## src/common/ahb_mmio_config.svh

```systemverilog
`ifndef AHB_MMIO_CONFIG_SVH
`define AHB_MMIO_CONFIG_SVH

// Bus widths
`define AHB_MMIO_ADDR_W 32
`define AHB_MMIO_DATA_W 32

// Words held by the scratch register file, a power of two
`define AHB_MMIO_REGFILE_DEPTH 8

// Address bits that select a peripheral region
`define AHB_MMIO_REGION_MSB 11
`define AHB_MMIO_REGION_LSB 8

// Region numbers of the peripherals
`define AHB_MMIO_REGION_REGFILE  0
`define AHB_MMIO_REGION_CHECKSUM 1

`endif
```

## src/common/ahb_mmio_pkg.sv

```systemverilog
`default_nettype none

`include "ahb_mmio_config.svh"

package ahb_mmio_pkg;

    typedef logic [`AHB_MMIO_ADDR_W-1:0]   addr_t;
    typedef logic [`AHB_MMIO_DATA_W-1:0]   data_t;
    typedef logic [`AHB_MMIO_DATA_W/8-1:0] byteen_t;
    typedef logic [2:0]                    hsize_t;

    typedef enum logic [1:0] {
        IDLE   = 2'b00,
        BUSY   = 2'b01,
        NONSEQ = 2'b10,
        SEQ    = 2'b11
    } htrans_e;

    typedef enum logic {
        OKAY  = 1'b0,
        ERROR = 1'b1
    } hresp_e;

    // Address phase of an AHB-Lite transfer
    typedef struct packed {
        logic    hsel;
        addr_t   haddr;
        htrans_e htrans;
        logic    hwrite;
        hsize_t  hsize;
    } ahb_req_t;

    typedef struct packed {
        data_t  hrdata;
        logic   hready;
        hresp_e hresp;
    } ahb_rsp_t;

    // MMIO request, the write and read halves are independent
    typedef struct packed {
        logic    wr_en;
        addr_t   wr_addr;
        data_t   wr_data;
        byteen_t wr_byteen;
        logic    rd_en;
        addr_t   rd_addr;
    } mmio_req_t;

    typedef struct packed {
        data_t rd_data; // Valid in the cycle after rd_en
    } mmio_rsp_t;

    // Widens each byte enable to a full byte of mask
    function automatic data_t byte_mask(input byteen_t byteen);
        data_t mask;
        for (int b = 0; b < $bits(byteen_t); b++) begin
            mask[b*8 +: 8] = {8{byteen[b]}};
        end
        return mask;
    endfunction

endpackage

`default_nettype wire

```

## src/hw/ahb_mmio_subsystem.sv

```systemverilog
`default_nettype none
`timescale 1ns/100ps

`include "ahb_mmio_config.svh"

module ahb_mmio_subsystem (
    input  wire                       s_ahb,
    input  wire                       rst_n,
    input  ahb_mmio_pkg::ahb_req_t    ahb_req,
    input  ahb_mmio_pkg::data_t       hwdata,
    output ahb_mmio_pkg::ahb_rsp_t    ahb_rsp
);

    ahb_mmio_pkg::mmio_req_t   mmio_req;
    ahb_mmio_pkg::mmio_rsp_t   mmio_rsp;

    // Per-peripheral views after address decoding
    ahb_mmio_pkg::mmio_req_t   regfile_req;
    ahb_mmio_pkg::mmio_rsp_t   regfile_rsp;
    ahb_mmio_pkg::mmio_req_t   checksum_req;
    ahb_mmio_pkg::mmio_rsp_t   checksum_rsp;

    ahb_mmio_bridge u_bridge (
        .s_ahb    (s_ahb),
        .rst_n    (rst_n),
        .ahb_req  (ahb_req),
        .hwdata   (hwdata),
        .ahb_rsp  (ahb_rsp),
        .mmio_req (mmio_req),
        .mmio_rsp (mmio_rsp)
    );

    mmio_decoder u_decoder (
        .s_ahb        (s_ahb),
        .rst_n        (rst_n),
        .mmio_req     (mmio_req),
        .regfile_req  (regfile_req),
        .regfile_rsp  (regfile_rsp),
        .checksum_req (checksum_req),
        .checksum_rsp (checksum_rsp),
        .mmio_rsp     (mmio_rsp)
    );

    mmio_regfile #(
        .DEPTH (`AHB_MMIO_REGFILE_DEPTH)
    ) u_regfile (
        .s_ahb    (s_ahb),
        .rst_n    (rst_n),
        .mmio_req (regfile_req),
        .mmio_rsp (regfile_rsp)
    );

    mmio_checksum u_checksum (
        .s_ahb    (s_ahb),
        .rst_n    (rst_n),
        .mmio_req (checksum_req),
        .mmio_rsp (checksum_rsp)
    );

endmodule

`default_nettype wire

```

## src/hw/mmio_checksum.sv

```systemverilog
`default_nettype none
`timescale 1ns/100ps

`include "ahb_mmio_config.svh"

module mmio_checksum (
    input  wire                       s_ahb,
    input  wire                       rst_n,
    input  ahb_mmio_pkg::mmio_req_t   mmio_req,
    output ahb_mmio_pkg::mmio_rsp_t   mmio_rsp
);

    localparam int WORD_LSB = $clog2(`AHB_MMIO_DATA_W / 8);
    localparam int OFF_W    = `AHB_MMIO_REGION_LSB - WORD_LSB;

    localparam logic [OFF_W-1:0] REG_DATA  = OFF_W'(0);
    localparam logic [OFF_W-1:0] REG_SUM   = OFF_W'(1);
    localparam logic [OFF_W-1:0] REG_CLEAR = OFF_W'(2);
    localparam logic [OFF_W-1:0] REG_COUNT = OFF_W'(3);

    logic [OFF_W-1:0]      wr_word;
    logic [OFF_W-1:0]      rd_word;
    ahb_mmio_pkg::data_t   sum_q;
    ahb_mmio_pkg::data_t   count_q;
    ahb_mmio_pkg::data_t   sum_d;
    ahb_mmio_pkg::data_t   count_d;
    ahb_mmio_pkg::data_t   rd_data_q;

    assign wr_word = mmio_req.wr_addr[`AHB_MMIO_REGION_LSB-1:WORD_LSB];
    assign rd_word = mmio_req.rd_addr[`AHB_MMIO_REGION_LSB-1:WORD_LSB];

    always_comb begin
        sum_d   = sum_q;
        count_d = count_q;
        if (mmio_req.wr_en && wr_word == REG_DATA) begin
            // Disabled byte lanes count as zero
            sum_d   = sum_q + (mmio_req.wr_data & ahb_mmio_pkg::byte_mask(mmio_req.wr_byteen));
            count_d = count_q + 'd1;
        end else if (mmio_req.wr_en && wr_word == REG_CLEAR) begin
            sum_d   = '0;
            count_d = '0;
        end
    end

    always_ff @(posedge s_ahb) begin
        if (!rst_n) begin
            sum_q   <= '0;
            count_q <= '0;
        end else begin
            sum_q   <= sum_d;
            count_q <= count_d;
        end
    end

    // Reading from the next-state values makes reads write-first
    always_ff @(posedge s_ahb) begin
        if (mmio_req.rd_en) begin
            case (rd_word)
                REG_SUM:   rd_data_q <= sum_d;
                REG_COUNT: rd_data_q <= count_d;
                default:   rd_data_q <= '0;   // DATA and CLEAR are write-only
            endcase
        end
    end

    assign mmio_rsp.rd_data = rd_data_q;

endmodule

`default_nettype wire

```

## src/hw/mmio_regfile.sv

```systemverilog
`default_nettype none
`timescale 1ns/100ps

`include "ahb_mmio_config.svh"

module mmio_regfile #(
    parameter int DEPTH = `AHB_MMIO_REGFILE_DEPTH
) (
    input  wire                       s_ahb,
    input  wire                       rst_n,
    input  ahb_mmio_pkg::mmio_req_t   mmio_req,
    output ahb_mmio_pkg::mmio_rsp_t   mmio_rsp
);

    localparam int WORD_LSB = $clog2(`AHB_MMIO_DATA_W / 8);
    localparam int IDX_W    = $clog2(DEPTH);

    ahb_mmio_pkg::data_t   mem [DEPTH];
    logic [IDX_W-1:0]      wr_idx;
    logic [IDX_W-1:0]      rd_idx;
    ahb_mmio_pkg::data_t   wr_mask;
    ahb_mmio_pkg::data_t   rd_mask;
    ahb_mmio_pkg::data_t   rd_data_q;

    // Higher offset bits are ignored so offsets wrap modulo the depth
    assign wr_idx  = mmio_req.wr_addr[WORD_LSB +: IDX_W];
    assign rd_idx  = mmio_req.rd_addr[WORD_LSB +: IDX_W];
    assign wr_mask = ahb_mmio_pkg::byte_mask(mmio_req.wr_byteen);

    assign rd_mask = (mmio_req.wr_en && wr_idx == rd_idx) ? wr_mask : '0;

    always_ff @(posedge s_ahb) begin
        if (!rst_n) begin
            for (int i = 0; i < DEPTH; i++) begin
                mem[i] <= '0;
            end
        end else if (mmio_req.wr_en) begin
            mem[wr_idx] <= (mem[wr_idx] & ~wr_mask) | (mmio_req.wr_data & wr_mask);
        end
    end

    // Bytes written in the same cycle win over the stored word
    always_ff @(posedge s_ahb) begin
        if (mmio_req.rd_en) begin
            rd_data_q <= (mem[rd_idx] & ~rd_mask) | (mmio_req.wr_data & rd_mask);
        end
    end

    assign mmio_rsp.rd_data = rd_data_q;

endmodule

`default_nettype wire

```

## src/hw/mmio_decoder.sv

```systemverilog
`default_nettype none
`timescale 1ns/100ps

`include "ahb_mmio_config.svh"

module mmio_decoder (
    input  wire                       s_ahb,
    input  wire                       rst_n,
    input  ahb_mmio_pkg::mmio_req_t   mmio_req,
    output ahb_mmio_pkg::mmio_req_t   regfile_req,
    input  ahb_mmio_pkg::mmio_rsp_t   regfile_rsp,
    output ahb_mmio_pkg::mmio_req_t   checksum_req,
    input  ahb_mmio_pkg::mmio_rsp_t   checksum_rsp,
    output ahb_mmio_pkg::mmio_rsp_t   mmio_rsp
);

    localparam int REGION_W = `AHB_MMIO_REGION_MSB - `AHB_MMIO_REGION_LSB + 1;
    localparam ahb_mmio_pkg::addr_t OFFSET_MASK =
        ahb_mmio_pkg::addr_t'((1 << `AHB_MMIO_REGION_LSB) - 1);

    logic rd_sel_regfile_q;
    logic rd_sel_checksum_q;

    // Keeps only the accesses aimed at one region and strips the region bits
    function automatic ahb_mmio_pkg::mmio_req_t route(
        input ahb_mmio_pkg::mmio_req_t req,
        input logic [REGION_W-1:0]     region
    );
        ahb_mmio_pkg::mmio_req_t sub;
        sub         = req;
        sub.wr_en   = req.wr_en
            && (req.wr_addr[`AHB_MMIO_REGION_MSB:`AHB_MMIO_REGION_LSB] == region);
        sub.rd_en   = req.rd_en
            && (req.rd_addr[`AHB_MMIO_REGION_MSB:`AHB_MMIO_REGION_LSB] == region);
        sub.wr_addr = req.wr_addr & OFFSET_MASK;
        sub.rd_addr = req.rd_addr & OFFSET_MASK;
        return sub;
    endfunction

    assign regfile_req  = route(mmio_req, REGION_W'(`AHB_MMIO_REGION_REGFILE));
    assign checksum_req = route(mmio_req, REGION_W'(`AHB_MMIO_REGION_CHECKSUM));

    always_ff @(posedge s_ahb) begin
        if (!rst_n) begin
            rd_sel_regfile_q  <= 1'b0;
            rd_sel_checksum_q <= 1'b0;
        end else begin
            rd_sel_regfile_q  <= regfile_req.rd_en;
            rd_sel_checksum_q <= checksum_req.rd_en;
        end
    end

    // Unmapped reads fall through to zero
    assign mmio_rsp.rd_data = rd_sel_regfile_q  ? regfile_rsp.rd_data :
                              rd_sel_checksum_q ? checksum_rsp.rd_data : '0;

endmodule

`default_nettype wire

```

## src/hw/ahb_mmio_bridge/ahb_mmio_bridge.sv

```systemverilog
`default_nettype none
`timescale 1ns/100ps

`include "ahb_mmio_config.svh"

module ahb_mmio_bridge (
    input  wire                       s_ahb,
    input  wire                       rst_n,
    input  ahb_mmio_pkg::ahb_req_t    ahb_req,
    input  ahb_mmio_pkg::data_t       hwdata,
    output ahb_mmio_pkg::ahb_rsp_t    ahb_rsp,
    output ahb_mmio_pkg::mmio_req_t   mmio_req,
    input  ahb_mmio_pkg::mmio_rsp_t   mmio_rsp
);

    localparam int NBYTES     = `AHB_MMIO_DATA_W / 8;
    localparam int BYTE_OFF_W = $clog2(NBYTES);

    logic                      active;
    logic                      rd_issue;
    logic                      wr_issue;
    logic [BYTE_OFF_W-1:0]     byte_off;
    ahb_mmio_pkg::byteen_t     byteen_d;

    logic                      wr_en_q;
    ahb_mmio_pkg::addr_t       wr_addr_q;
    ahb_mmio_pkg::byteen_t     byteen_q;

    logic                      same_rf_word;

    assign active   = ahb_req.htrans inside {ahb_mmio_pkg::NONSEQ, ahb_mmio_pkg::SEQ};
    assign rd_issue = ahb_req.hsel && !ahb_req.hwrite && active;
    assign wr_issue = ahb_req.hsel && ahb_req.hwrite && active;
    assign byte_off = ahb_req.haddr[BYTE_OFF_W-1:0];

    // Lanes from the byte offset up to offset plus 2**hsize, clipped at the word end
    always_comb begin
        byteen_d = '0;
        for (int j = 0; j < NBYTES; j++) begin
            byteen_d[j] = (j >= int'(byte_off)) && (j < int'(byte_off) + (1 << ahb_req.hsize));
        end
    end

    always_ff @(posedge s_ahb) begin
        if (!rst_n) begin
            wr_en_q  <= 1'b0;
            byteen_q <= '0;
        end else begin
            wr_en_q  <= wr_issue;
            byteen_q <= wr_issue ? byteen_d : '0;
        end
    end

    always_ff @(posedge s_ahb) begin
        wr_addr_q <= ahb_req.haddr;
    end

    // Writes go out in the data phase, reads straight from the address phase
    always_comb begin
        mmio_req.wr_en     = wr_en_q;
        mmio_req.wr_addr   = wr_addr_q;
        mmio_req.wr_data   = hwdata;
        mmio_req.wr_byteen = byteen_q;
        mmio_req.rd_en     = rd_issue;
        mmio_req.rd_addr   = ahb_req.haddr;
    end

    assign ahb_rsp.hrdata = mmio_rsp.rd_data;
    assign ahb_rsp.hready = 1'b1;                   // Zero wait states
    assign ahb_rsp.hresp  = ahb_mmio_pkg::OKAY;

    // A read meeting a write to the same register file word in one cycle
    assign same_rf_word = mmio_req.wr_en && mmio_req.rd_en
        && (mmio_req.wr_addr[`AHB_MMIO_ADDR_W-1:BYTE_OFF_W]
            == mmio_req.rd_addr[`AHB_MMIO_ADDR_W-1:BYTE_OFF_W])
        && (mmio_req.rd_addr[`AHB_MMIO_REGION_MSB:`AHB_MMIO_REGION_LSB]
            == (`AHB_MMIO_REGION_MSB - `AHB_MMIO_REGION_LSB + 1)'(`AHB_MMIO_REGION_REGFILE));

    a_hsize_fits_word: assert property (
        @(posedge s_ahb) disable iff (!rst_n)
        (ahb_req.hsel && active) |-> (int'(ahb_req.hsize) <= BYTE_OFF_W)
    );

    // The peripheral must hand back the freshly written bytes one cycle later
    a_write_first: assert property (
        @(posedge s_ahb) disable iff (!rst_n)
        same_rf_word |=>
            ((ahb_rsp.hrdata & ahb_mmio_pkg::byte_mask($past(mmio_req.wr_byteen)))
             == ($past(mmio_req.wr_data) & ahb_mmio_pkg::byte_mask($past(mmio_req.wr_byteen))))
    );

endmodule

`default_nettype wire

```

## config.mk

```make
export PLATFORM = sky130hd
export DESIGN_NAME = ahb_mmio_subsystem
export DESIGN_NICKNAME = d
export VERILOG_FILES = /design/src/common/ahb_mmio_pkg.sv /design/src/hw/ahb_mmio_subsystem.sv /design/src/hw/mmio_checksum.sv /design/src/hw/mmio_regfile.sv /design/src/hw/mmio_decoder.sv /design/src/hw/ahb_mmio_bridge/ahb_mmio_bridge.sv
export VERILOG_INCLUDE_DIRS = /design/src /design/src/common
export SDC_FILE = /design/constraint.sdc
export NUM_CORES = 1
export LEC_CHECK = 0
export ABC_AREA = 0
export ABC_CLOCK_PERIOD_IN_PS = 5700
export BUFFER_PORTS_ARGS = -buffer_cell sky130_fd_sc_hd__buf_2
export CAP_MARGIN = 5
export CORE_ASPECT_RATIO = 2
export CORE_MARGIN = 5
export CORE_UTILIZATION = 50
export DETAILED_ROUTE_END_ITERATION = 6
export PLACE_DENSITY = 0.71
export RECOVER_POWER = 50
export SKIP_CTS_REPAIR_TIMING = 1
export SLEW_MARGIN = 40
export SYNTH_ARGS = -nofsm -noshare
export SYNTH_HDL_FRONTEND = slang
export SYNTH_SLANG_ARGS = --single-unit
```

## constraint.sdc

```tcl
create_clock -name s_ahb -period 5.7 [get_ports s_ahb]
set_input_delay 0.57 -clock s_ahb [delete_from_list [all_inputs] [get_ports s_ahb]]
set_output_delay 0.57 -clock s_ahb [all_outputs]
set_load 0.05 [all_outputs]
```

Yosys cells after proc, flatten, opt, wreduce, memory -nomap -nowiden
Memories as Yosys holds them, arrays and structs flattened. A register that Yosys moved wholly into a read port is not among the register bits.
Cells that the tools add are included.
{"block": "classes", "add_sub_neg": 3, "n_lt_le_gt_ge": 7, "n_eq_ne": 8, "n_shift": 1, "muxes": 15, "bitwise": 8, "reduce_logical": 21}
{"cell": "2-to-1 mux 32 bit", "count": 8}
{"cell": "bitwise AND 32 bit", "count": 4}
{"cell": "< comparator 3 x 32 -> 1 bit, first input constant", "count": 2}
{"cell": "NOT 32 bit", "count": 2}
{"cell": "bitwise OR 32 bit", "count": 2}
{"cell": "case mux 32 bit (2 select lines)", "count": 1}
{"cell": "adder 3 x 32 -> 32 bit", "count": 1}
{"cell": "adder 32 x 1 -> 32 bit, second input constant", "count": 1}
{"cell": "adder 32 bit", "count": 1}
{"cell": "< comparator 1 x 32 -> 1 bit, first input constant", "count": 1}
{"cell": "< comparator 2 x 32 -> 1 bit, first input constant", "count": 1}
{"cell": "OR reduction 32 bit", "count": 1}
{"cell": "left shift 1 x 3 -> 32 bit, first input constant", "count": 1}
{"cell": "logical AND 1 bit", "count": 14}
{"cell": "equality test 6 x 2 -> 1 bit, second input constant", "count": 2}
{"cell": "equality test 4 x 1 -> 1 bit, second input constant", "count": 2}
{"cell": "logical NOT 4 bit", "count": 2}
{"cell": "equality test 6 x 1 -> 1 bit, second input constant", "count": 1}
{"cell": "logical NOT 6 bit", "count": 1}
{"cell": "2-to-1 mux 1 bit", "count": 5}
{"cell": "equality test 2 bit, second input constant", "count": 2}
{"cell": ">= comparator 1 x 2 -> 1 bit, first input constant", "count": 2}
{"cell": "equality test 3 bit", "count": 1}
{"cell": "2-to-1 mux 3 bit", "count": 1}
{"cell": "4 further kinds", "count": 4}
{"block": "totals", "register_bits": 147, "mem_bits_rw": 256, "inputBits": 73, "elab_cells": 73, "mem_count": 1}
{"memory": "u_regfile.mem", "depth": 8, "word_bits": 32, "read_ports": 2, "rd_ports_with_merged_regs": 1, "write_ports": 8, "line": "mmio_regfile.sv:18", "source": "ahb_mmio_pkg::data_t mem [DEPTH];"}

Depth between registers and ports, before layout
{"block": "logic_depth", "ltp_word": 7, "ltp_mapped": 13}

By module
Synthesis repeated with hierarchy kept, for this count alone.
{"block": "unflattened", "hier_cells": 2195, "hier_area_um2": 24850.1}
{"mod": "mmio_regfile", "n_inst": 1, "cells_per_inst": 1040, "area_each_um2": 14805.4, "seq_area_each_um2": 8648.3}
{"mod": "mmio_checksum", "n_inst": 1, "cells_per_inst": 740, "area_each_um2": 6456.2, "seq_area_each_um2": 2242.2}
{"mod": "mmio_decoder", "n_inst": 1, "cells_per_inst": 257, "area_each_um2": 1946.9, "seq_area_each_um2": 40.0}
{"mod": "ahb_mmio_bridge", "n_inst": 1, "cells_per_inst": 158, "area_each_um2": 1641.6, "seq_area_each_um2": 740.7}

Least setup slack after synthesis
No wires, ideal clock.
{"block": "synth_timing", "kind": "input-to-reg", "from": "in hwdata[0]", "to": "reg u_checksum.rd_data_q[24] (netlist: u_checksum.mmio_rsp[24]) (data pin)", "arrival_time_ps": 3079, "required_time_ps": 5443, "slack_ps": 2364, "path_stages": 13, "cell_sequence": "and2_1 ha_1 inv_1 fa_1 nor2b_1 o211ai_1 a211o_1 and2_1 a2111oi_0 o22ai_1 xnor2_1 nor3_1 nor2_1"}
{"block": "synth_between", "elab_chain_cells": 4}
{"item": "start, declared", "line": "ahb_mmio_subsystem.sv:10", "source": "input ahb_mmio_pkg::data_t hwdata,"}
{"item": "bitwise AND 32 bit", "line": "mmio_checksum.sv:37", "source": "sum_d = sum_q + (mmio_req.wr_data & ahb_mmio_pkg::byte_mask(mmio_req.wr_byteen));"}
{"item": "adder 32 bit", "line": "mmio_checksum.sv:37"}
{"item": "2-to-1 mux 32 bit", "line": "mmio_checksum.sv:35", "source": "if (mmio_req.wr_en && wr_word == REG_DATA) begin"}
{"item": "case mux 32 bit (2 select lines)", "line": "mmio_checksum.sv:58", "source": "case (rd_word)"}
{"item": "end signal, assigned", "line": "mmio_checksum.sv:59", "source": "REG_SUM: rd_data_q <= sum_d;"}
{"item": "end signal, assigned", "line": "mmio_checksum.sv:60", "source": "REG_COUNT: rd_data_q <= count_d;"}
{"item": "end, declared", "line": "mmio_checksum.sv:27", "source": "ahb_mmio_pkg::data_t rd_data_q;"}
No other way between the ends.
A chain may end at the register's enable or synchronous reset.

==> metrics.txt <==
critical path cell sequence nor2b_1, nand2_2, clkbuf_1, nand2_1, buf_12; Avg WL per Cell 25.05 µm; max cap viols 11; HPWL Detailed about 40000 µm; root buf cell clkbuf_16; Mapped Area 21120 µm²; Net Switching 1457 µW; filler instances 3493; post-synth cell types 67; routed vias/inst 6.352; layout cells sized above 1 14.85%; CP Launch Type register; top post-synthesis cells by area edfxtp_1, mux4_2, dfxtp_1; detailed-route wire length approximately 60000 µm; fmax 197.2 MHz; antenna cells 0; H-tree Lvls 2; Critical Path RT between 5 and 6 ns; Initial Util 50.56%; ys async rst share 0%; Largest stage delay, worst path 1.81 ns; max-slew violation count 414; WP data arrival 5.36 ns; Mapped Nets 1893; Post-synth EDFFs 320; global-route wire length before repair 90450 µm; Clk network pwr share 38.7%; failing checks capacitance limit, slew limit; multi-input logic area 9412 µm²; RSZ-0062 raised after global routing no; yosys warns 0; Top FF cell, synth edfxtp_1; antenna violations before repair 0; io pins about 110; GRT Resource Usage Total 25.45%; RR Endpoint u_regfile.mem[3][3]; Die Ht between 300 and 400 µm; Int Pwr ~4700 µW; maximum VDD drop 172.4 µV; DR DRC count 0; status finished, violations left; die area 46700 µm²; reg2reg path depth 5; most frequent cells in the layout nor2_1, edfxtp_1, mux4_2; switch share 23.70%; Layout Nets 1930; storage element area between 10000 and 15000 µm²; Leak roughly 0.0083 µW; routability cong. slightly above 0.9; sequential group share of total power 53.2%; Area growth, synth to finish 9.306%; most common cell after layout, fill and taps aside nor2_1; Slew HR -94.03%; vias in the first global route 15750; WS Path Type register to register; min-delay src ahb_req[15]; port buffer count 83; Mean Syn Cell Area between 10 and 15 µm²; period utilization 88.96%; Starting DRT DRC Count 1297; Least-Margin Pin Slew between 2 and 3 ns; DIE WIDTH 155.3 µm; sequential share of the synthesized area ~53%; CTS buffer count 35; Syn Inst Count 1784; Final min period 5.071 ns; post-route setup slack between 0.6 and 0.7 ns; via count 15150; drt pass-1 iters 5; Fin Setup TNS 0 ns; CP Buf/Inv Count 2; CTS tree yes; Cell Pwr Density 266.3 nW/µm²; worst r2r src u_bridge.wr_addr_q[4]; clock sink total around 400; Reg2Reg Setup Slack 0.63 ns; Synth top area share 45.49%; Final Hold Viols 0; largest net degree at the start of global routing 70; pre-CTS setup slack 1.465 ns; # rows 106; Max FO, Critical Path 33; Top delay family on crit path buffers and inverters; CP Capture Type register; grt ovf 0; leading area contributor after synthesis edfxtp_1; hold crit path type input pin to register; Hold Path Sink u_bridge.wr_addr_q[9]; Comb pwr share under 10%; clock skew 0.02919 ns; Final Util 55.26%; Final setup violation count 0; antenna-violating nets left 0; clk slew on worst S/H paths 0.07 ns; core area 41780 µm²; #FFs+latches synth ~400; Slowest cell on crit path clkbuf_1; Clock Latency Late Sink around 0.56 ns; Hold Crit Depth 1; Longest Clk Path Bufs 3
-- cell usage after synthesis, drive strengths merged (18+ instances only) --
master and instances:
edfxtp 320, dfxtp 81, nand2 95, nor2 405, a21oi 72, mux4 128, ha 34, and2 79
o21ai 47, mux2i 76, buf 18, a22o 33, xnor2 20, clkbuf 100, nand3 46, nor2b 28
nor3 18
-- how the worst max path moves through the flow --
stage / start / end / slack (ns) / depth (start not counted)
2_1_floorplan: hwdata[0] / u_checksum.mmio_rsp[24] / 2.36 / 13
3_3_place_gp: u_bridge.byteen_q[0] / u_checksum.mmio_rsp[24] / 1.36 / 13
3_5_place_dp: u_bridge.byteen_q[0] / u_checksum.mmio_rsp[24] / 1.47 / 13
4_1_cts: u_bridge.byteen_q[0] / u_checksum.mmio_rsp[24] / 1.44 / 13
5_1_grt: u_bridge.wr_addr_q[4] / u_regfile.mem[1][8] / 0.65 / 6
6_report: u_bridge.wr_addr_q[4] / u_regfile.mem[3][3] / 0.63 / 5
-- stage by stage --
step / area, µm² / std cells / power, µW / hold slack [ns]
2_1_floorplan: 21120 / 1784 / 3654 / 0.4473
3_3_place_gp: 22100 / 2322 / 3807 / 0.4825
3_5_place_dp: 22180 / 2324 / 3829 / 0.4871
4_1_cts: 23290 / 2385 / 6177 / 0.1400
5_1_grt: 23090 / 2385 / 6338 / 0.1448
6_report: 23090 / 2385 / 6148 / 0.1528
-- logic make-up after synthesis --
group	synth area share [%]
compound gates	7.873
xor+xnor	1.203
fa+ha+maj	2.204
buf+inv	2.263
flops	53.17
mux	17.64
other cells	0.03556
simple gates	15.61
-- sequential cells by signal, summed over array words and instances, names as in the netlist --
signal	flops
u_checksum.sum_q	32
u_bridge.byteen_q	4
u_decoder.rd_sel_checksum_q	1
u_regfile.mem	256
u_checksum.count_q	32
u_decoder.rd_sel_regfile_q	1
u_bridge.wr_addr_q	10
u_bridge.wr_en_q	1
u_checksum.mmio_rsp	32
u_regfile.mmio_rsp	32
-- layer usage --
| metal | track usage (%) | share of wire [%] |
|---|---|---|
| met5 | 0 | 0 |
| met4 | 13.60 | 5.8 |
| met3 | 3.279 | 7.0 |
| met2 | 46.27 | 53 |
| met1 | 28.63 | 34 |
-- power by group through the flow --
stage                     logic (µW)  clock network, µW  registers (µW)
after floorplan                  353                  0            3300
after global placement           485                  0            3320
after detailed placement         497                  0            3330
after CTS                        500               2410            3270
after global routing             536               2530            3270
final                            502               2380            3270
-- cell type report --
type	count	share of cell area, %
Inverter	7	0.1138
Sequential cell	401	48.67
Clock buffer	41	3.983
Multi-Input combinational cell	1258	40.77
Timing Repair Buffer	118	2.704
Clock inverter	20	0.8346
Tap cell	540	2.927
Power figures use the tool's default switching activity.
